--- config.mk ---
export PLATFORM = sky130hd
export DESIGN_NAME = decode_stage
export DESIGN_NICKNAME = d
export VERILOG_FILES = /design/src/rtl/decode_pkg.sv /design/src/rtl/decode_stage.sv /design/src/rtl/decode_output_stage.sv /design/src/rtl/imm_extractor.sv /design/src/rtl/control_unit.sv
export SDC_FILE = /design/constraint.sdc
export NUM_CORES = 1
export LEC_CHECK = 0
export ABC_AREA = 1
export BUFFER_PORTS_ARGS = -buffer_cell sky130_fd_sc_hd__buf_4
export CAP_MARGIN = 20
export CORE_MARGIN = 2
export CORE_UTILIZATION = 49
export DETAILED_ROUTE_END_ITERATION = 10
export PLACE_DENSITY = 0.91
export REMOVE_ABC_BUFFERS = 1
export SYNTH_ARGS = -nofsm -noshare
export SYNTH_HDL_FRONTEND = slang
export SYNTH_SLANG_ARGS = --single-unit
--- constraint.sdc ---
create_clock -name clk_i -period 2.42 [get_ports clk_i]
set_clock_uncertainty 0.2 [all_clocks]
set_input_delay 0.121 -clock clk_i [delete_from_list [all_inputs] [get_ports clk_i]]
set_output_delay 0.121 -clock clk_i [all_outputs]
set_load 0.005 [all_outputs]
--- src/rtl/decode_pkg.sv ---
package decode_pkg;

   // word width for data and immediates
   localparam int xlen       = 32;
   // register file index width
   localparam int reg_addr_w = 5;
   // immediate format code width
   localparam int imm_sel_w  = 3;

   // immediate format codes
   // bit 2 is the shuffle bit
   // J is U shuffled, B is S shuffled
   // 100 shows up for jalr and reads as I
   localparam logic [imm_sel_w-1:0] imm_sel_i_fmt = 3'b000;
   localparam logic [imm_sel_w-1:0] imm_sel_u_fmt = 3'b001;
   localparam logic [imm_sel_w-1:0] imm_sel_s_fmt = 3'b010;
   localparam logic [imm_sel_w-1:0] imm_sel_j_fmt = 3'b101;
   localparam logic [imm_sel_w-1:0] imm_sel_b_fmt = 3'b110;

   // major opcodes, instr[6:2]
   // row 00
   localparam logic [4:0] opc_load     = 5'b00000;
   localparam logic [4:0] opc_load_fp  = 5'b00001;
   localparam logic [4:0] opc_misc_mem = 5'b00011;
   localparam logic [4:0] opc_op_imm   = 5'b00100;
   localparam logic [4:0] opc_auipc    = 5'b00101;
   // row 01
   localparam logic [4:0] opc_store    = 5'b01000;
   localparam logic [4:0] opc_store_fp = 5'b01001;
   localparam logic [4:0] opc_amo      = 5'b01011;
   localparam logic [4:0] opc_op       = 5'b01100;
   localparam logic [4:0] opc_lui      = 5'b01101;
   // row 10, fused multiply-add and fp ops
   localparam logic [4:0] opc_madd     = 5'b10000;
   localparam logic [4:0] opc_msub     = 5'b10001;
   localparam logic [4:0] opc_nmsub    = 5'b10010;
   localparam logic [4:0] opc_nmadd    = 5'b10011;
   localparam logic [4:0] opc_op_fp    = 5'b10100;
   // row 11, control flow and system
   localparam logic [4:0] opc_branch   = 5'b11000;
   localparam logic [4:0] opc_jalr     = 5'b11001;
   localparam logic [4:0] opc_jal      = 5'b11011;
   localparam logic [4:0] opc_system   = 5'b11100;

endpackage
--- src/rtl/decode_stage.sv ---
`timescale 1ns/100ps

module decode_stage import decode_pkg::*; (
   input  logic                  clk_i,
   input  logic                  rst_n_i,
   input  logic                  stall_i,
   input  logic                  instr_valid_i,
   input  logic [xlen-1:0]       instr_i,
   output logic                  valid_o,
   output logic [reg_addr_w-1:0] rd_addr_o,
   output logic [reg_addr_w-1:0] rs1_addr_o,
   output logic [reg_addr_w-1:0] rs2_addr_o,
   output logic [reg_addr_w-1:0] rs3_addr_o,
   output logic                  uses_rd_o,
   output logic                  uses_rs1_o,
   output logic                  uses_rs2_o,
   output logic                  uses_rs3_o,
   output logic [xlen-1:0]       imm_o
);

   // control decoder results, combinational
   logic                 uses_rd;
   logic                 uses_rs1;
   logic                 uses_rs2;
   logic                 uses_rs3;
   logic [imm_sel_w-1:0] imm_sel;
   // candidate immediates, combinational
   logic [xlen-1:0]      imm_i;
   logic [xlen-1:0]      imm_s;
   logic [xlen-1:0]      imm_b;
   logic [xlen-1:0]      imm_u;
   logic [xlen-1:0]      imm_j;

   // opcode, funct3 and funct7 fields only
   control_unit control_unit_i (
      .opcode_i   (instr_i[6:2]),
      .funct3_i   (instr_i[14:12]),
      .funct7_i   (instr_i[31:25]),
      .uses_rd_o  (uses_rd),
      .uses_rs1_o (uses_rs1),
      .uses_rs2_o (uses_rs2),
      .uses_rs3_o (uses_rs3),
      .imm_sel_o  (imm_sel)
   );

   // whole word, runs beside the control decoder
   imm_extractor imm_extractor_i (
      .instr_i (instr_i),
      .imm_i_o (imm_i),
      .imm_s_o (imm_s),
      .imm_b_o (imm_b),
      .imm_u_o (imm_u),
      .imm_j_o (imm_j)
   );

   // merge and register, one cycle latency
   decode_output_stage decode_output_stage_i (
      .clk_i         (clk_i),
      .rst_n_i       (rst_n_i),
      .stall_i       (stall_i),
      .instr_valid_i (instr_valid_i),
      .instr_i       (instr_i),
      .uses_rd_i     (uses_rd),
      .uses_rs1_i    (uses_rs1),
      .uses_rs2_i    (uses_rs2),
      .uses_rs3_i    (uses_rs3),
      .imm_sel_i     (imm_sel),
      .imm_i_i       (imm_i),
      .imm_s_i       (imm_s),
      .imm_b_i       (imm_b),
      .imm_u_i       (imm_u),
      .imm_j_i       (imm_j),
      .valid_o       (valid_o),
      .rd_addr_o     (rd_addr_o),
      .rs1_addr_o    (rs1_addr_o),
      .rs2_addr_o    (rs2_addr_o),
      .rs3_addr_o    (rs3_addr_o),
      .uses_rd_o     (uses_rd_o),
      .uses_rs1_o    (uses_rs1_o),
      .uses_rs2_o    (uses_rs2_o),
      .uses_rs3_o    (uses_rs3_o),
      .imm_o         (imm_o)
   );

endmodule

--- src/rtl/decode_output_stage.sv ---
`timescale 1ns/100ps

module decode_output_stage import decode_pkg::*; (
   input  logic                  clk_i,
   input  logic                  rst_n_i,
   input  logic                  stall_i,
   input  logic                  instr_valid_i,
   input  logic [xlen-1:0]       instr_i,
   // from control_unit
   input  logic                  uses_rd_i,
   input  logic                  uses_rs1_i,
   input  logic                  uses_rs2_i,
   input  logic                  uses_rs3_i,
   input  logic [imm_sel_w-1:0]  imm_sel_i,
   // from imm_extractor
   input  logic [xlen-1:0]       imm_i_i,
   input  logic [xlen-1:0]       imm_s_i,
   input  logic [xlen-1:0]       imm_b_i,
   input  logic [xlen-1:0]       imm_u_i,
   input  logic [xlen-1:0]       imm_j_i,
   // registered decode result
   output logic                  valid_o,
   output logic [reg_addr_w-1:0] rd_addr_o,
   output logic [reg_addr_w-1:0] rs1_addr_o,
   output logic [reg_addr_w-1:0] rs2_addr_o,
   output logic [reg_addr_w-1:0] rs3_addr_o,
   output logic                  uses_rd_o,
   output logic                  uses_rs1_o,
   output logic                  uses_rs2_o,
   output logic                  uses_rs3_o,
   output logic [xlen-1:0]       imm_o
);

   // next-state values for the output register
   logic [reg_addr_w-1:0] rd_addr_d;
   logic [reg_addr_w-1:0] rs1_addr_d;
   logic [reg_addr_w-1:0] rs2_addr_d;
   logic [reg_addr_w-1:0] rs3_addr_d;
   logic [xlen-1:0]       imm_d;

   // unused registers read as x0
   // keeps hazard checks downstream from seeing fake deps
   assign rd_addr_d  = uses_rd_i  ? instr_i[11:7]  : '0;
   assign rs1_addr_d = uses_rs1_i ? instr_i[19:15] : '0;
   assign rs2_addr_d = uses_rs2_i ? instr_i[24:20] : '0;
   // rs3 lives in the funct5 slot of the fma formats
   assign rs3_addr_d = uses_rs3_i ? instr_i[31:27] : '0;

   // immediate pick
   always_comb begin
      case (imm_sel_i)
         imm_sel_u_fmt: imm_d = imm_u_i;
         imm_sel_s_fmt: imm_d = imm_s_i;
         imm_sel_j_fmt: imm_d = imm_j_i;
         imm_sel_b_fmt: imm_d = imm_b_i;
         // 000 and the jalr code 100 both end up here
         default:       imm_d = imm_i_i;
      endcase
   end

   // output register
   // stall freezes everything, valid included
   // data loads on idle cycles too, valid_o qualifies it
   always_ff @(posedge clk_i) begin
      if (!rst_n_i) begin
         valid_o    <= 1'b0;
         rd_addr_o  <= '0;
         rs1_addr_o <= '0;
         rs2_addr_o <= '0;
         rs3_addr_o <= '0;
         uses_rd_o  <= 1'b0;
         uses_rs1_o <= 1'b0;
         uses_rs2_o <= 1'b0;
         uses_rs3_o <= 1'b0;
         imm_o      <= '0;
      end else if (!stall_i) begin
         valid_o    <= instr_valid_i;
         rd_addr_o  <= rd_addr_d;
         rs1_addr_o <= rs1_addr_d;
         rs2_addr_o <= rs2_addr_d;
         rs3_addr_o <= rs3_addr_d;
         // flags pass through unchanged
         uses_rd_o  <= uses_rd_i;
         uses_rs1_o <= uses_rs1_i;
         uses_rs2_o <= uses_rs2_i;
         uses_rs3_o <= uses_rs3_i;
         imm_o      <= imm_d;
      end
   end

endmodule

--- src/rtl/imm_extractor.sv ---
`timescale 1ns/100ps

module imm_extractor import decode_pkg::*; (
   input  logic [xlen-1:0] instr_i,
   output logic [xlen-1:0] imm_i_o,
   output logic [xlen-1:0] imm_s_o,
   output logic [xlen-1:0] imm_b_o,
   output logic [xlen-1:0] imm_u_o,
   output logic [xlen-1:0] imm_j_o
);

   // sign bit sits at instr[31] for every format
   logic sign;

   assign sign = instr_i[31];

   // all five built in parallel, opcode not needed
   // the output stage picks one by imm_sel

   // I: loads, op_imm, jalr
   // 12 bits straight from the top
   assign imm_i_o = {{(xlen-12){sign}}, instr_i[31:20]};

   // S: stores
   // upper 7 from funct7 slot, lower 5 from rd slot
   assign imm_s_o = {{(xlen-12){sign}}, instr_i[31:25], instr_i[11:7]};

   // B: branches, S layout with shuffled ends
   // bit 11 comes from instr[7], lsb always zero
   assign imm_b_o = {{(xlen-13){sign}},
                     instr_i[31],
                     instr_i[7],
                     instr_i[30:25],
                     instr_i[11:8],
                     1'b0};

   // U: lui, auipc, system
   // system reads csr addr and zimm out of this later
   assign imm_u_o = {instr_i[31:12], 12'b0};

   // J: jal, U layout with shuffled fields
   // 20 bit offset in halfwords
   assign imm_j_o = {{(xlen-21){sign}},
                     instr_i[31],
                     instr_i[19:12],
                     instr_i[20],
                     instr_i[30:21],
                     1'b0};

endmodule

--- src/rtl/control_unit.sv ---
`timescale 1ns/100ps

module control_unit import decode_pkg::*; (
   input  logic [6:2]           opcode_i,
   input  logic [2:0]           funct3_i,
   // kept for the alu decode that follows later
   input  logic [6:0]           funct7_i,
   output logic                 uses_rd_o,
   output logic                 uses_rs1_o,
   output logic                 uses_rs2_o,
   output logic                 uses_rs3_o,
   output logic [imm_sel_w-1:0] imm_sel_o
);

   // rd product terms
   logic       rd_p0;
   logic       rd_p1;
   // source count, 0 to 3
   logic [1:0] rs_count;
   logic       cnt0_p0;
   logic       cnt0_p1;
   logic       cnt0_p2;
   logic       cnt0_p3;
   logic       cnt1_xor;
   logic       cnt1_p0;
   logic       cnt1_p1;
   // imm_sel product terms
   logic       sel0_p0;
   logic       sel0_p1;
   logic       sel1_p0;

   // rd dropped only for store, store_fp and branch
   // those all have bits 4:3 low and bit 5 high
   assign rd_p0     = opcode_i[3] | opcode_i[4] | ~opcode_i[5];
   // jalr sneaks back in through bits 2 and 6
   assign rd_p1     = opcode_i[2] & opcode_i[6];
   assign uses_rd_o = rd_p0 | rd_p1;

   // count bit 0, odd counts (one or three sources)
   // row 00 and the fma row with bit 4 low
   assign cnt0_p0 = ~opcode_i[4] & ~opcode_i[5];
   // op_imm
   assign cnt0_p1 = ~opcode_i[2] & opcode_i[4] & ~opcode_i[5] & ~opcode_i[6];
   // jalr
   assign cnt0_p2 = opcode_i[2] & ~opcode_i[3] & opcode_i[5] & opcode_i[6];
   // csr with register operand, funct3[2] low
   assign cnt0_p3 = opcode_i[4] & opcode_i[5] & opcode_i[6] & ~funct3_i[2];
   assign rs_count[0] = cnt0_p0 | cnt0_p1 | cnt0_p2 | cnt0_p3;

   // count bit 1, two or three sources
   // rows 01 and 10, minus lui
   assign cnt1_xor = opcode_i[5] ^ opcode_i[6];
   assign cnt1_p0  = cnt1_xor & (~opcode_i[2] | ~opcode_i[4]);
   // branch
   assign cnt1_p1  = ~opcode_i[2] & ~opcode_i[3] & ~opcode_i[4] & opcode_i[5] & opcode_i[6];
   assign rs_count[1] = cnt1_p0 | cnt1_p1;

   // thermometer flags from the count
   assign uses_rs1_o = rs_count[0] | rs_count[1];
   assign uses_rs2_o = rs_count[1];
   assign uses_rs3_o = rs_count[0] & rs_count[1];

   // imm_sel[0] set for U and J
   // lui and auipc
   assign sel0_p0 = opcode_i[2] & opcode_i[4];
   // jal and system, row 11
   assign sel0_p1 = opcode_i[5] & opcode_i[6] & ((opcode_i[2] & opcode_i[3]) | opcode_i[4]);
   assign imm_sel_o[0] = sel0_p0 | sel0_p1;

   // imm_sel[1] set for S and B
   // store, store_fp, branch; jalr excluded
   assign sel1_p0 = ~opcode_i[3] & ~opcode_i[4] & opcode_i[5];
   assign imm_sel_o[1] = sel1_p0 & (~opcode_i[2] | ~opcode_i[6]);

   // shuffle bit, row 11 with bit 4 low
   // jalr gets it too and lands on 100, read as I
   assign imm_sel_o[2] = ~opcode_i[4] & opcode_i[5] & opcode_i[6];

endmodule

After elaboration in Yosys (flattened, before gate mapping)
Index checks and enable logic that the tools add are counted.
- register bits: 57
- input port bits: 36
- output and inout bits: 57
- logic and storage cells: 64
- equality and inequality tests: 4
- muxes and demuxes: 5
- bitwise logic cells: 45
- operator list (kind ; count):
    case mux 31 bit (4 select lines) ; 1
    bitwise AND 1 bit ; 26
    2-to-1 mux 5 bit ; 4
    bitwise OR 1 bit ; 12
    == test 3 bit (second input constant) ; 2
    NOT 1 bit ; 6
    == test 3 x 1 -> 1 bit (second input constant) ; 1
    == test 3 x 2 -> 1 bit (second input constant) ; 1
    bitwise XOR 1 bit ; 1

Depth between registers and ports, before layout
- depth in word-level cells: 9
- gate-level depth with buffers: 13
- depth with buffers taken out: 11

Modules after synthesis
Synthesis repeated with hierarchy kept, for this count alone.
- cells, all modules: 704
- area, all modules: 4694.5 µm²
- by module, submodules not included (module ; times used ; cells an instance ; area an instance (µm²) ; sequential area each (µm²)):
    decode_output_stage ; 1 ; 512 ; 3342.0 ; 1141.1
    imm_extractor ; 1 ; 161 ; 1204.9 ; 0.0
    control_unit ; 1 ; 31 ; 147.6 ; 0.0

Least setup slack after synthesis
Ideal clock, no wire load.
- kind: input to register
- from: in instr_i[5]
- to: reg decode_output_stage_i.imm_o[1]
- library setup time: 0.134 ns
- arrival: 1.566 ns
- data required time: 2.086 ns
- setup slack: 0.521 ns
- stages on the path: 9
- path buffers: 1
- path through: ha_1 o21ai_0 inv_1 ha_1 inv_1 clkbuf_1 nand2_1 nand2_1 a31oi_1
- longest elaborated chain between the ends: 5
- elaborated cells between the ends (all ways): 12
- classes of those cells: eq/ne (4); mux (1); bitwise (7)
- ends and longest elaborated chain (item ; RTL line ; RTL):
    start: declaration ; decode_stage.sv:8 ; input logic [xlen-1:0] instr_i,
    bitwise AND 1 bit (2 in a row) ; control_unit.sv:67 ; assign sel0_p1 = opcode_i[5] & opcode_i[6] & ((opcode_i[2] & opcode_i[3]) | opcode_i[4]);
    bitwise OR 1 bit ; control_unit.sv:68 ; assign imm_sel_o[0] = sel0_p0 | sel0_p1;
    == test 3 bit, or another cell as far along ; decode_output_stage.sv:51 ; case (imm_sel_i)
    case mux 31 bit (4 select lines) (*) ; decode_output_stage.sv:51 ;
    end signal: assignment ; decode_output_stage.sv:87 ; imm_o <= imm_d;
    end: declaration ; decode_output_stage.sv:31 ; output logic [xlen-1:0] imm_o
Mark *: on every way between the ends. The rest lies on a longest branch, timed or not.
A chain may end at the register's enable or synchronous reset.

Final worst setup path
- from: in instr_i[5]
- to: reg decode_output_stage_i.imm_o[7]
The elaborated chain is that of the path after synthesis.

==> results.txt <==
The overall global routing resource usage is 26.4%. The synthesized netlist contains 24 unique library cells. The number of setup buffers added after CTS came out at 0.

In this run, the number of DRC markers left after iteration 0 of detailed routing was 175. The global routing stage identified its most utilized layer as met2. The growth of design area from synthesis to finish is 46.9%. For this run the aggregate overflow at the end of global routing stands at 0. Setup violations remaining at the end of the flow were counted as 0. The area of the die came out at 0.00583 mm^2.

Setup repair after global routing left no endpoint under its margin. The worst endpoint data arrival time is 2.23 ns. The largest net degree at the start of global routing came out at 38. The met3 global-route usage is 5.69%. The count of inserted antenna diode cells came out at 0. STA classifies the critical path endpoint as a register.

The total number of clock tree sinks is 57. The final instance count without filler cells is 552. The number of input and output port buffers inserted is 90.

The via count of the first global-routing pass came to 2727. In the finished design, the share of the clock period the worst path needs comes to 91.4%. The post-synthesis cell count is 364. After detailed routing, the total wire length is 7540 um. The synthesized-area fraction occupied by ao, oa, aoi and oai cells came out at 18.1%.

In this run the worst hold path is classified as input port to register. The largest vdd supply drop is 0.428 mV. The number of antenna violations at the first check in global routing is 0. By area, the combinational part of the netlist is dominated by simple AND/OR/NAND/NOR gates. The proportion of synthesized area in mux cells is 0%. The synthesized-area fraction occupied by xor and xnor cells is 0%. Synthesis inferred 57 register bits. The leakage dissipation is 1.88 nW.

The worst hold path begins at stall_i. Measured along the y axis, the die boundary spans 76.4 um. The tightest slew margin relative to the limit came out at 49.0%. The post-route netlist has 26.1% of its cells at a drive strength greater than 1. The global-route track usage on met1 came out at 30.5%. The slack of the worst reg-to-reg path came out at 1.04 ns.

The total power density per cell area is 634 mW/mm^2. The average cell area after synthesis is 7.05 um^2. The data required time at the worst endpoint is 2.44 ns. The die outline width is 76.4 um.

The total of fill cells in the finished design is 407. The final hold violation count came out at 0. In this run the worst path has a maximum fanout of 6. Clock latency on the worst-skew pair, taken at its later pin, is 0.32 ns.

The total number of vias is 2830. The placed standard-cell area came out at 0.00326 mm^2. The worst setup path is launched from an input port.

The number of levels the H-tree was split into came out at 3. The area share of fa/ha/maj cells after synthesis came out at 1.46%. The maximum clock rate is 452 MHz. The worst-case setup margin in the final layout came out at 0.209 ns. The max-cap check violation count is 0. The finished cells cover 0.00377 mm^2. The initialized floorplan defines 26 standard-cell rows. The average routed wire per standard cell came out at 13.7 um.

The summed negative setup slack over all endpoints is 0 ns. The setup slack after placement is 0.240 ns. The detail route stage leaves a number of antenna-violating nets equal to 0.

The count of unresolved DRC violations after routing is 0. The number of ports placed on the die boundary came out at 93. Dividing the detail-routed via count by the number of cells gives 5.13.

The buffer cell driving the clock tree root is sky130_fd_sc_hd__clkbuf_8. The number of buffers inserted during clock tree synthesis came out at 9. The minimum clock period after layout is 2.21 ns. In this run the critical register-to-register path is captured at decode_output_stage_i.imm_o[7]. Detailed placement finished with a half-perimeter wire length of 4940 um.

The final-report max-slew violation count is 0. The net count reported at finish came out at 516. The hold path endpoint is decode_output_stage_i.rs3_addr_o[1]. The clock passes through at most 2 buffers. The Yosys step of the flow raised 0 warnings. The global routing usage on met2 is 47.8%. The worst setup path is of the input port to register kind. The most common cell after layout, fill and taps aside is sky130_fd_sc_hd__nand2_1. The final weighted congestion of routability-driven global placement is 0.898. The clock transition at the register clock pins on the worst setup and hold paths after CTS is 0.06 ns. The slew at the pin closest to its max-slew limit is 0.764 ns.

Counting cells, the worst reg-to-reg path comes to 3. The cell area after technology mapping is 0.00256 mm^2. The run finished with clean final reports. The worst register-to-register path begins at decode_output_stage_i.imm_o[7].

The worst hold path stage count is 3. The pre-antenna-repair detailed-routing pass consisted of 4 iterations. In this run the standard cell core region covers 0.00507 mm^2. Counting tap cells, the placed design contains a total of 507 instances.

The simple-gate share of the synthesized area is 26.0%. Summing the sequential cell areas from Yosys gives 44.5% of the chip area. The wire length of the first global-routing pass is 12600 um. The initial cell density of the core is 50.5%. The clock tree from TritonCTS is done. In the layout the commonest cells are sky130_fd_sc_hd__nand2_1 (108), sky130_fd_sc_hd__buf_4 (95), sky130_fd_sc_hd__dfxtp_1 (57), sky130_fd_sc_hd__a21oi_1 (51), sky130_fd_sc_hd__inv_1 (33).
[synth_stat cells]
cell type,n,area (um^2)
sky130_fd_sc_hd__a21oi_1,51,255
sky130_fd_sc_hd__a21oi_4,1,16.3
sky130_fd_sc_hd__a31oi_1,4,25.0
sky130_fd_sc_hd__buf_2,5,25.0
sky130_fd_sc_hd__buf_4,1,7.51
sky130_fd_sc_hd__buf_6,2,22.5
sky130_fd_sc_hd__clkbuf_1,13,48.8
sky130_fd_sc_hd__clkbuf_2,1,5.00
sky130_fd_sc_hd__dfxtp_1,57,1140
sky130_fd_sc_hd__ha_1,3,37.5
sky130_fd_sc_hd__inv_1,33,124
sky130_fd_sc_hd__inv_2,6,22.5
sky130_fd_sc_hd__nand2_1,108,405
sky130_fd_sc_hd__nand2_2,2,12.5
sky130_fd_sc_hd__nand3_1,34,170
sky130_fd_sc_hd__nand3_2,1,10.0
sky130_fd_sc_hd__nand3_4,1,17.5
sky130_fd_sc_hd__nand4_1,3,18.8
sky130_fd_sc_hd__nor2_1,4,15.0
sky130_fd_sc_hd__nor2_2,1,6.26
sky130_fd_sc_hd__nor2_4,1,11.3
sky130_fd_sc_hd__o211ai_2,1,12.5
sky130_fd_sc_hd__o21ai_0,30,150
sky130_fd_sc_hd__o21ai_1,1,5.00
[worst max-delay path, stage by stage]
cell and delay (ns):
sky130_fd_sc_hd__buf_4 0.13, sky130_fd_sc_hd__ha_1 0.19, sky130_fd_sc_hd__o21ai_0 0.26, sky130_fd_sc_hd__inv_1 0.08, sky130_fd_sc_hd__ha_1 0.33, sky130_fd_sc_hd__inv_1 0.20
sky130_fd_sc_hd__nand3_2 0.20, sky130_fd_sc_hd__nand2_1 0.10, sky130_fd_sc_hd__a21oi_1 0.06, sky130_fd_sc_hd__dlygate4sd3_1 0.55
[state kept, by name (all words and copies together), names as in the netlist]
| register | count |
|---|---|
| decode_output_stage_i.rs1_addr_o | 5 |
| decode_output_stage_i.uses_rs1_o | 1 |
| decode_output_stage_i.rs3_addr_o | 5 |
| decode_output_stage_i.uses_rd_o | 1 |
| decode_output_stage_i.valid_o | 1 |
| decode_output_stage_i.imm_o | 32 |
| decode_output_stage_i.uses_rs2_o | 1 |
| decode_output_stage_i.uses_rs3_o | 1 |
| decode_output_stage_i.rd_addr_o | 5 |
| decode_output_stage_i.rs2_addr_o | 5 |
[power by group]
part           internal (mW)  switching, mW
sequential              1.00         0.0333
clock                  0.559          0.362
combinational          0.211          0.222
total                   1.77          0.618
[routing by layer]
metal  up-vias  routed length, um
li1       1406                  -
met1      1317               3100
met2        94               3930
met3        13                391
met4         0                125
met5         -                  0
[worst max-delay path by stage]
stage          startpoint                              end
2_1_floorplan  instr_i[5]  decode_output_stage_i.imm_o[12]
3_3_place_gp   instr_i[5]   decode_output_stage_i.imm_o[1]
3_5_place_dp   instr_i[4]  decode_output_stage_i.imm_o[23]
4_1_cts        instr_i[4]   decode_output_stage_i.imm_o[7]
5_1_grt        instr_i[5]   decode_output_stage_i.imm_o[7]
6_report       instr_i[5]   decode_output_stage_i.imm_o[7]
[through the flow]
stage | util, % | hold slack (ns) | total power [mW]
3_3_place_gp | 64.2 | 0.160 | 1.42
3_5_place_dp | 64.2 | 0.165 | 1.44
4_1_cts | 74.0 | 0.0187 | 2.39
2_1_floorplan | - | 0.0186 | 1.22
5_1_grt | 74.2 | 0.0485 | 2.49
6_report | 74.2 | 0.0304 | 2.39
[repair_timing]
item / CTS / global route
hold buffers: 29 / 0
hold endpoints to repair: 44 / 0
gates resized for setup: 0 / 3
endpoints found under the setup margin: 0 / 1
[kinds of logic after synthesis]
logic type / Yosys count
adders and majority gates: 3
buffers and inverters: 61
AOI/OAI and AO/OA: 88
DFF: 57
and+or+nand+nor: 155
[cell type report]
cell class / count / area [um^2] / share of cell area (%)
clock inverter: 2 / 35.0 / 0.930
sequential: 57 / 1140 / 30.3
clock buffer: 14 / 173 / 4.58
multi-input combinational: 246 / 1180 / 31.4
timing repair buffer: 124 / 1000 / 26.6
tap: 70 / 87.6 / 2.32
inverter: 39 / 146 / 3.89
Power figures use the tool's default switching activity.
